File: src/rtl/autotest_pkg.sv
// autotest shared definitions
// vector record layout, widths and sequencer states
`default_nettype none

package autotest_pkg;

  localparam int BLOCK_W = 64;
  localparam int KEY_W   = 80;
  localparam int TIMER_W = 64;

  localparam logic [31:0] SIGNATURE   = 32'hAABB_CCDD;
  localparam logic [31:0] START_BLOCK = 32'h0010_0000;

  // byte offsets inside the vector record
  localparam int SIG_OFS   = 0;
  localparam int BLOCK_OFS = 4;
  localparam int KEY_OFS   = 12;
  localparam int MODE_OFS  = 22;
  localparam int EXP_OFS   = 23;

  localparam int RECORD_BYTES = 31;
  // result then cycle count, lsb first
  localparam int RESULT_BYTES = 16;

  typedef logic [15:0] byte_idx_t;

  typedef enum logic [2:0] {
    INIT,
    HOST_RESET,
    LOAD,
    CHECK_SIG,
    RUN,
    STORE,
    NEXT,
    HALT
  } seq_state_t;

endpackage

`default_nettype wire

File: src/rtl/byte_bus_if.sv
// byte bus between sequencer, sd transfer engine and data units
// requests, completion and per-byte traffic
`timescale 1ns/1ps
`default_nettype none

interface byte_bus_if;
  import autotest_pkg::*;

  // single-cycle requests from the sequencer
  logic      host_rst_req;
  logic      read_req;
  logic      write_req;

  logic      done;
  logic      rd_strobe;
  logic [7:0] rd_data;
  logic      wr_take;
  byte_idx_t idx;
  logic [7:0] wr_data;

  modport seq (
    output host_rst_req, read_req, write_req,
    input  done
  );

  modport engine (
    input  host_rst_req, read_req, write_req, wr_data,
    output done, rd_strobe, rd_data, wr_take, idx
  );

  modport source (input idx, output wr_data);

  modport sink (input rd_strobe, rd_data, idx);

endinterface

`default_nettype wire

File: src/rtl/sd_transfer.sv
// sd transfer engine
// request/busy handshake with the spi host for reset, block read and block write
`timescale 1ns/1ps
`default_nettype none

module sd_transfer (
  input  wire        clk,
  input  wire        rst,
  byte_bus_if.engine bus,
  input  wire        sd_busy_i,
  input  wire  [7:0] sd_rd_data_i,
  output logic       sd_rst_o,
  output logic       sd_rd_block_o,
  output logic       sd_rd_byte_o,
  output logic       sd_wr_block_o,
  output logic       sd_wr_byte_o,
  output logic [7:0] sd_wr_data_o
);
  import autotest_pkg::*;

  typedef enum logic [3:0] {
    ST_IDLE,
    ST_RST_REQ,
    ST_RST_WAIT,
    ST_BLK_REQ,
    ST_BLK_WAIT,
    ST_LAUNCH,
    ST_BYTE_REQ,
    ST_BYTE_WAIT,
    ST_CLOSE
  } xfer_state_t;

  xfer_state_t state_q;
  logic        wr_q;
  byte_idx_t   cnt_q;
  byte_idx_t   last_idx;
  logic        in_block;
  logic [7:0]  wdata_q;

  assign last_idx = wr_q ? byte_idx_t'(RESULT_BYTES - 1) : byte_idx_t'(RECORD_BYTES - 1);
  assign in_block = state_q inside {ST_BLK_REQ, ST_BLK_WAIT, ST_LAUNCH, ST_BYTE_REQ,
                                    ST_BYTE_WAIT};

  // request levels towards the host
  assign sd_rst_o      = (state_q == ST_RST_REQ);
  assign sd_rd_block_o = in_block && !wr_q;
  assign sd_wr_block_o = in_block && wr_q;
  assign sd_rd_byte_o  = (state_q == ST_BYTE_REQ) && !wr_q;
  assign sd_wr_byte_o  = (state_q == ST_BYTE_REQ) && wr_q;
  assign sd_wr_data_o  = wdata_q;

  assign bus.idx       = cnt_q;
  assign bus.rd_data   = sd_rd_data_i;
  // read byte is valid on the cycle busy falls
  assign bus.rd_strobe = (state_q == ST_BYTE_WAIT) && !sd_busy_i && !wr_q;
  assign bus.wr_take   = (state_q == ST_LAUNCH);
  assign bus.done      = (state_q == ST_CLOSE);

  always_ff @(posedge clk) begin
    if (rst) begin
      state_q <= ST_IDLE;
      wr_q    <= 1'b0;
      cnt_q   <= '0;
    end else begin
      case (state_q)
        ST_IDLE: begin
          cnt_q <= '0;
          if (bus.host_rst_req) begin
            state_q <= ST_RST_REQ;
          end else if (bus.read_req) begin
            wr_q    <= 1'b0;
            state_q <= ST_BLK_REQ;
          end else if (bus.write_req) begin
            wr_q    <= 1'b1;
            state_q <= ST_BLK_REQ;
          end
        end
        ST_RST_REQ:  if (sd_busy_i) state_q <= ST_RST_WAIT;
        ST_RST_WAIT: if (!sd_busy_i) state_q <= ST_CLOSE;
        ST_BLK_REQ:  if (sd_busy_i) state_q <= ST_BLK_WAIT;
        ST_BLK_WAIT: if (!sd_busy_i) state_q <= wr_q ? ST_LAUNCH : ST_BYTE_REQ;
        ST_LAUNCH:   state_q <= ST_BYTE_REQ;
        ST_BYTE_REQ: if (sd_busy_i) state_q <= ST_BYTE_WAIT;
        ST_BYTE_WAIT: begin
          if (!sd_busy_i) begin
            if (cnt_q == last_idx) begin
              state_q <= ST_CLOSE;
            end else begin
              cnt_q   <= cnt_q + 1'b1;
              state_q <= wr_q ? ST_LAUNCH : ST_BYTE_REQ;
            end
          end
        end
        ST_CLOSE:    state_q <= ST_IDLE;
        default:     state_q <= ST_IDLE;
      endcase
    end
  end

  // held until the next launch
  always_ff @(posedge clk) begin
    if (state_q == ST_LAUNCH) begin
      wdata_q <= bus.wr_data;
    end
  end

endmodule

`default_nettype wire

File: src/rtl/vector_store.sv
// vector store
// loads record bytes into the cipher operands and judges the signature
`timescale 1ns/1ps
`default_nettype none

module vector_store #(
  parameter int BLOCK_W = autotest_pkg::BLOCK_W,
  parameter int KEY_W   = autotest_pkg::KEY_W
) (
  input  wire                clk,
  input  wire                rst,
  byte_bus_if.sink           bus,
  output logic [BLOCK_W-1:0] block_o,
  output logic [KEY_W-1:0]   key_o,
  output logic               decrypt_o,
  output logic [BLOCK_W-1:0] expected_o,
  output logic               sig_ok_o
);
  import autotest_pkg::*;

  logic [31:0]        sig_q;
  logic [BLOCK_W-1:0] block_q;
  logic [BLOCK_W-1:0] expected_q;
  logic [KEY_W-1:0]   key_q;
  logic               decrypt_q;

  // signature arrives msb first
  always_ff @(posedge clk) begin
    if (rst) begin
      sig_q <= '0;
    end else if (bus.rd_strobe) begin
      for (int i = 0; i < 4; i++) begin
        if (bus.idx == byte_idx_t'(SIG_OFS + i))
          sig_q[8*(3-i) +: 8] <= bus.rd_data;
      end
    end
  end

  // operand fields, lsb first
  always_ff @(posedge clk) begin
    if (bus.rd_strobe) begin
      for (int i = 0; i < BLOCK_W/8; i++) begin
        if (bus.idx == byte_idx_t'(BLOCK_OFS + i))
          block_q[8*i +: 8] <= bus.rd_data;
        if (bus.idx == byte_idx_t'(EXP_OFS + i))
          expected_q[8*i +: 8] <= bus.rd_data;
      end
      for (int i = 0; i < KEY_W/8; i++) begin
        if (bus.idx == byte_idx_t'(KEY_OFS + i))
          key_q[8*i +: 8] <= bus.rd_data;
      end
      if (bus.idx == byte_idx_t'(MODE_OFS))
        decrypt_q <= bus.rd_data[0];
    end
  end

  assign block_o    = block_q;
  assign key_o      = key_q;
  assign decrypt_o  = decrypt_q;
  assign expected_o = expected_q;
  assign sig_ok_o   = (sig_q == SIGNATURE);

endmodule

`default_nettype wire

File: src/rtl/result_unit.sv
// result unit
// times the cipher core, checks its result and serves the result record
`timescale 1ns/1ps
`default_nettype none

module result_unit #(
  parameter int BLOCK_W = autotest_pkg::BLOCK_W
) (
  input  wire                clk,
  input  wire                rst,
  byte_bus_if.source         bus,
  input  wire                run_i,
  input  wire                uut_end_i,
  input  wire  [BLOCK_W-1:0] uut_block_i,
  input  wire  [BLOCK_W-1:0] expected_i,
  output logic               finish_o,
  output logic [31:0]        error_count_o
);
  import autotest_pkg::*;

  logic               run_q;
  logic               seen_q;
  logic               capture;
  logic [TIMER_W-1:0] timer_q;
  logic [BLOCK_W-1:0] result_q;

  // first edge with the end flag high in this run
  assign capture = run_i && uut_end_i && !seen_q;

  always_ff @(posedge clk) begin
    if (rst) begin
      run_q         <= 1'b0;
      seen_q        <= 1'b0;
      finish_o      <= 1'b0;
      error_count_o <= '0;
    end else begin
      run_q    <= run_i;
      finish_o <= capture;
      if (!run_i)
        seen_q <= 1'b0;
      else if (uut_end_i)
        seen_q <= 1'b1;
      if (capture && (uut_block_i != expected_i))
        error_count_o <= error_count_o + 1'b1;
    end
  end

  // run rise edge already counts when the core is still busy
  always_ff @(posedge clk) begin
    if (run_i && !run_q)
      timer_q <= {{(TIMER_W-1){1'b0}}, !uut_end_i};
    else if (run_i && !uut_end_i && !seen_q)
      timer_q <= timer_q + 1'b1;
    if (capture)
      result_q <= uut_block_i;
  end

  always_comb begin
    bus.wr_data = 8'h00;
    for (int i = 0; i < BLOCK_W/8; i++) begin
      if (bus.idx == byte_idx_t'(i))
        bus.wr_data = result_q[8*i +: 8];
    end
    for (int i = 0; i < TIMER_W/8; i++) begin
      if (bus.idx == byte_idx_t'(BLOCK_W/8 + i))
        bus.wr_data = timer_q[8*i +: 8];
    end
  end

endmodule

`default_nettype wire

File: src/rtl/autotest_sequencer.sv
// autotest sequencer
// steps through host reset, vector load, check, run, store and next block
`timescale 1ns/1ps
`default_nettype none

module autotest_sequencer (
  input  wire         clk,
  input  wire         rst,
  byte_bus_if.seq     bus,
  input  wire         sig_ok_i,
  input  wire         finish_i,
  output logic        run_o,
  output logic        halted_o,
  output logic [31:0] block_addr_o
);
  import autotest_pkg::*;

  seq_state_t  state_q;
  logic [31:0] addr_q;
  logic        host_rst_q;
  logic        read_q;
  logic        write_q;

  // requests go out one cycle after the transition when the engine is idle again
  always_ff @(posedge clk) begin
    if (rst) begin
      state_q    <= INIT;
      addr_q     <= START_BLOCK;
      host_rst_q <= 1'b0;
      read_q     <= 1'b0;
      write_q    <= 1'b0;
    end else begin
      host_rst_q <= 1'b0;
      read_q     <= 1'b0;
      write_q    <= 1'b0;
      case (state_q)
        INIT: begin
          host_rst_q <= 1'b1;
          state_q    <= HOST_RESET;
        end
        HOST_RESET: begin
          if (bus.done) begin
            read_q  <= 1'b1;
            state_q <= LOAD;
          end
        end
        LOAD:      if (bus.done) state_q <= CHECK_SIG;
        CHECK_SIG: state_q <= sig_ok_i ? RUN : HALT;
        RUN: begin
          if (finish_i) begin
            write_q <= 1'b1;
            state_q <= STORE;
          end
        end
        STORE:     if (bus.done) state_q <= NEXT;
        NEXT: begin
          addr_q  <= addr_q + 32'd2;
          read_q  <= 1'b1;
          state_q <= LOAD;
        end
        HALT:      state_q <= HALT;
        default:   state_q <= INIT;
      endcase
    end
  end

  assign bus.host_rst_req = host_rst_q;
  assign bus.read_req     = read_q;
  assign bus.write_req    = write_q;

  assign run_o        = (state_q == RUN);
  assign halted_o     = (state_q == HALT);
  // results go to the odd block after the vector
  assign block_addr_o = (state_q == STORE) ? addr_q + 32'd1 : addr_q;

endmodule

`default_nettype wire

File: src/rtl/sd_autotest_top.sv
// sd autotest top level
// self-test controller feeding sd card vectors to a 64-bit block cipher core
`timescale 1ns/1ps
`default_nettype none

module sd_autotest_top #(
  parameter int BLOCK_W = autotest_pkg::BLOCK_W,
  parameter int KEY_W   = autotest_pkg::KEY_W
) (
  input  wire                clk,
  input  wire                rst,
  input  wire                sd_busy_i,
  output logic [31:0]        sd_block_addr_o,
  input  wire  [7:0]         sd_rd_data_i,
  output logic               sd_rst_o,
  output logic               sd_rd_block_o,
  output logic               sd_rd_byte_o,
  output logic [7:0]         sd_wr_data_o,
  output logic               sd_wr_block_o,
  output logic               sd_wr_byte_o,
  output logic               uut_rst_o,
  output logic [BLOCK_W-1:0] uut_block_o,
  output logic [KEY_W-1:0]   uut_key_o,
  output logic               uut_decrypt_o,
  input  wire  [BLOCK_W-1:0] uut_block_i,
  input  wire                uut_end_i,
  output logic [31:0]        error_count_o,
  output logic               halted_o
);

  logic               run;
  logic               sig_ok;
  logic               finish;
  logic [BLOCK_W-1:0] expected;

  byte_bus_if bus ();

  autotest_sequencer autotest_sequencer_i (
    .clk          (clk),
    .rst          (rst),
    .bus          (bus.seq),
    .sig_ok_i     (sig_ok),
    .finish_i     (finish),
    .run_o        (run),
    .halted_o     (halted_o),
    .block_addr_o (sd_block_addr_o)
  );

  sd_transfer sd_transfer_i (
    .clk           (clk),
    .rst           (rst),
    .bus           (bus.engine),
    .sd_busy_i     (sd_busy_i),
    .sd_rd_data_i  (sd_rd_data_i),
    .sd_rst_o      (sd_rst_o),
    .sd_rd_block_o (sd_rd_block_o),
    .sd_rd_byte_o  (sd_rd_byte_o),
    .sd_wr_block_o (sd_wr_block_o),
    .sd_wr_byte_o  (sd_wr_byte_o),
    .sd_wr_data_o  (sd_wr_data_o)
  );

  vector_store #(
    .BLOCK_W (BLOCK_W),
    .KEY_W   (KEY_W)
  ) vector_store_i (
    .clk        (clk),
    .rst        (rst),
    .bus        (bus.sink),
    .block_o    (uut_block_o),
    .key_o      (uut_key_o),
    .decrypt_o  (uut_decrypt_o),
    .expected_o (expected),
    .sig_ok_o   (sig_ok)
  );

  result_unit #(
    .BLOCK_W (BLOCK_W)
  ) result_unit_i (
    .clk           (clk),
    .rst           (rst),
    .bus           (bus.source),
    .run_i         (run),
    .uut_end_i     (uut_end_i),
    .uut_block_i   (uut_block_i),
    .expected_i    (expected),
    .finish_o      (finish),
    .error_count_o (error_count_o)
  );

  // core held in reset outside a run
  assign uut_rst_o = ~run;

endmodule

`default_nettype wire

File: config.mk
export PLATFORM = sky130hd
export DESIGN_NAME = sd_autotest_top
export DESIGN_NICKNAME = d
export VERILOG_FILES = /design/src/rtl/autotest_pkg.sv /design/src/rtl/byte_bus_if.sv /design/src/rtl/sd_transfer.sv /design/src/rtl/vector_store.sv /design/src/rtl/result_unit.sv /design/src/rtl/autotest_sequencer.sv /design/src/rtl/sd_autotest_top.sv
export SDC_FILE = /design/constraint.sdc
export NUM_CORES = 1
export LEC_CHECK = 0
export BUFFER_PORTS_ARGS = -buffer_cell sky130_fd_sc_hd__buf_2
export CAP_MARGIN = 40
export CORE_UTILIZATION = 45
export DETAILED_ROUTE_END_ITERATION = 12
export HOLD_SLACK_MARGIN = 0.08
export PLACE_DENSITY = 0.66
export SYNTH_ARGS = -nofsm -noshare
export SYNTH_HDL_FRONTEND = slang
export SYNTH_SLANG_ARGS = --single-unit
File: constraint.sdc
create_clock -name clk -period 3.3 [get_ports clk]
set_input_delay 0.165 -clock clk [delete_from_list [all_inputs] [get_ports clk]]
set_output_delay 0.165 -clock clk [all_outputs]
set_load 0.02 [all_outputs]
==> results.json <==
{
  "rows": 75,
  "worstSetupPathType": "reg -> reg",
  "initial_utilization": 0.4601,
  "wire_per_inst_um": 20.43,
  "yosys_warnings": 0,
  "synth_commonest_cells": "edfxtp_1, dfxtp_1, nor2_1",
  "worstSetupStartpointType": "register",
  "crit_fanout": 13,
  "worst-path-buf-inv": 0,
  "crit_chain": "nand3_1 > or4_1 > or3_1 > or4_4 > or4_1 > a21oi_1",
  "final_nets": 2194,
  "path_common_cell": "or4_1",
  "syn-num-nets": 1792,
  "gp_congestion": 0.8903,
  "grt_start_max_net_pins": 68,
  "switchingPower_uw": 2780,
  "topRoutingLayerUsed": "met4",
  "leakage_uw": 0.008601,
  "fin_crit_ps": 2998,
  "path_clk_slew_ps": 60,
  "synthCells": 1709,
  "seqPwrFrac": 0.510,
  "ant_nets": 0,
  "antenna_found_initial": 1,
  "intPower_uw": 9626,
  "synth.area.top_cells": "edfxtp_1, dfxtp_1, xor2_1",
  "synth_seq_cells": 470,
  "pwr-share-comb": 0.052,
  "htreeDepth": 2,
  "synth_most_common_cell": "edfxtp_1",
  "yosysTopAreaCellShare": 0.4358,
  "avgSynthCellArea_um2": 11.37,
  "cts_tree": "yes",
  "vias": 15400,
  "p_per_area_nw_per_um2": 515.0,
  "status": "finished clean",
  "ios": 300,
  "via_per_inst": 5.732,
  "drtIter0Drc": 1479,
  "finalHoldViolCount": 0,
  "min_period_over_period": 0.9085,
  "remaining_drc_errors": 0,
  "grtUsageTotal": 0.2455,
  "synth_enable_flop_cells": 282,
  "route.met3.wl_um": 4074,
  "fin_skew_ps": 34.03,
  "critical-path-top-delay-family": "simple AND/OR/NAND/NOR gates",
  "fp.dieW_um": 209.8,
  "grt_pass1_wl_um": 83990,
  "cap_violations": 0,
  "required_ps": 3790,
  "setup_viol": 0,
  "dpl_cell_area_um2": 21840,
  "setup.worst_path.end_class": "register",
  "drive_gt1_frac": 0.2152,
  "switching_share": 0.2241,
  "crit_path_max_incr_delay_ps": 650,
  "numCtsBuffers": 50,
  "fin_area_um2": 24090,
  "grt-ovfl-total": 0,
  "cpMaxStageDelayCell": "or4_4",
  "clockPowerShare": 0.438,
  "fmax_ghz": 0.3335,
  "cts_sinks": 470,
  "synthFlopType": "edfxtp_1",
  "synth_area_leader_cell": "edfxtp_1",
  "cp_data_arrival_time_ps": 3490,
  "maxSlewViolCount": 0,
  "relSlewSlack": 0.4184,
  "synth_cell_types": 69,
  "syn-cell-area_um2": 19430,
  "clock_latency_ps": 600,
  "root_buffer": "clkbuf_16",
  "drt_first_pass_iters": 5,
  "hpwlAfterDp_um": 37390,
  "worst_slew_pin_slew_ps": 872.5,
  "core-area_um2": 42230,
  "met1_length_um": 22860,
  "dieArea_um2": 44010,
  "max-vdd-ir-drop_uv": 390.5,
  "n_fill_cell": 3532,
  "wl_um": 54910,
  "async_flop_share": 0,
  "rsz0062_at_grt": "false",
  "clock_path_buffers": 3,
  "syn_to_final_growth_pct": 23.97,
  "fp.dieH_um": 209.8,
  "grt_pass1_vias": 14970,
  "port_buffers": 299,
  "hold_class": "in -> reg",
  "wl_met2_um": 26470,
  "yosysSeqAreaShare": 0.6295,
  "setup_tns_ps": 0
}
[logic make-up (layout without fill, tap and decap cells)]
| group | count (synthesis) | in the layout | share of synthesized area |
|---|---|---|---|
| AOI/OAI and AO/OA | 291 | 291 | 0.09118 |
| xor gates and xnor gates | 139 | 139 | 0.06266 |
| adders and majority gates | 7 | 7 | 0.004507 |
| buffers and inverters | 121 | 559 | 0.02389 |
| DFF | 470 | 470 | 0.6295 |
| muxes | 23 | 23 | 0.01191 |
| other | 0 | 1 | 0 |
| and+or+nand+nor | 658 | 658 | 0.1763 |
[area by class of cell]
cell class	count	area, um2	area share
clock inverter	19	190.2	0.007895
multi-input combinational	1118	6761	0.2807
timing repair buffer	432	2688	0.1116
tap	539	674.4	0.02800
sequential	470	12230	0.5078
clock buffer	69	1394	0.05786
antenna	1	2.502	0.0001039
inverter	39	146.4	0.006077
[worst paths after layout]
kind	from	to	slack (ps)	cells past startpoint
setup / recovery	result_unit_i.timer_q[20]$_SDFFE_PP0P_	result_unit_i.timer_q[63]$_SDFFE_PP0P_	300	6
hold / removal	sd_rd_data_i[7]	vector_store_i.sig_q[23]$_SDFFE_PP0P_	160	3
setup reg to reg	result_unit_i.timer_q[20]$_SDFFE_PP0P_	result_unit_i.timer_q[63]$_SDFFE_PP0P_	300	6
hold reg to reg	autotest_sequencer_i.bus.read_req$_SDFF_PP0_	sd_transfer_i.wr_q$_SDFFE_PP0P_	440	1
[stage by stage]
| step | worst slack, ps | total power, uW | hold slack [ps] | std cells | util |
|---|---|---|---|---|---|
| 6_report | 301.8 | 12410 | 163.6 | 2687 | 0.5704 |
| 5_1_grt | 73.75 | 12810 | 171.0 | 2687 | 0.5704 |
| 3_3_place_gp | 401.1 | 7011 | 370.0 | 2531 | 0.5169 |
| 3_5_place_dp | 229.3 | 7026 | 371.3 | 2532 | 0.5171 |
| 4_1_cts | 180.1 | 12490 | 136.7 | 2686 | 0.5703 |
| 2_1_floorplan | 269.1 | 6754 | 263.9 | 1709 | - |
[sequential cells by signal, summed over array words and instances, names as in the netlist, named ones only]
name and flops:
result_unit_i.error_count_o 32, result_unit_i.run_q 1, sd_transfer_i.state_q 4, result_unit_i.timer_q 64
sd_transfer_i.wr_q 1, vector_store_i.decrypt_o 1, autotest_sequencer_i.state_q 2, result_unit_i.result_q 64
sd_transfer_i.bus.idx 16, sd_transfer_i.sd_wr_data_o 8, autotest_sequencer_i.bus.write_req 1, vector_store_i.sig_q 32
vector_store_i.block_o 64, vector_store_i.expected_o 64, autotest_sequencer_i.bus.read_req 1, autotest_sequencer_i.bus.host_rst_req 1
autotest_sequencer_i.addr_q 31, result_unit_i.finish_o 1, vector_store_i.key_o 80, result_unit_i.seen_q 1
[placed cells by master (no fill, tap or decap), types with 13 or more instances in the layout]
master	Yosys	routed
a21oi_1	120	120
and3_1	15	15
buf_2	1	298
buf_4	0	66
clkbuf_1	74	13
clkbuf_16	0	51
dfxtp_1	188	188
dlygate4sd3_1	0	66
edfxtp_1	282	282
inv_1	39	38
mux2i_1	22	22
nand2_1	146	146
nand3_1	46	46
nand4_1	52	52
nor2_1	175	174
nor2b_1	13	13
nor3_1	24	23
nor4_1	33	32
o21ai_0	62	62
o31ai_1	31	31
or3_1	39	39
or4_1	45	45
xnor2_1	38	38
xor2_1	101	101
[power by group through the flow]
stage	Clock, uW	Combinational (uW)	Sequential [uW]
floorplan	0	320	6430
global placement	0	567	6440
detailed placement	0	579	6450
CTS	5530	646	6320
global route	5780	704	6330
finish	5430	650	6320
[layer usage]
metal | vias to the layer above | global-route usage
li1 | 7116 | -
met1 | 7568 | 0.3259
met5 | - | 0
met3 | 101 | 0.05028
met2 | 616 | 0.4015
met4 | 0 | 0.08205
[tightest hold or removal path: stages]
cell and delay, ps:
buf_2 320, nand2_1 140, a21oi_1 60
[timing repair]
action	CTS	global route
hold endpoints to repair	108	0
hold buffers	66	0
gates resized for setup	0	1
setup buffers	0	0
setup endpoints to repair	0	2
Note: power is estimated with default switching activity, not from simulation.
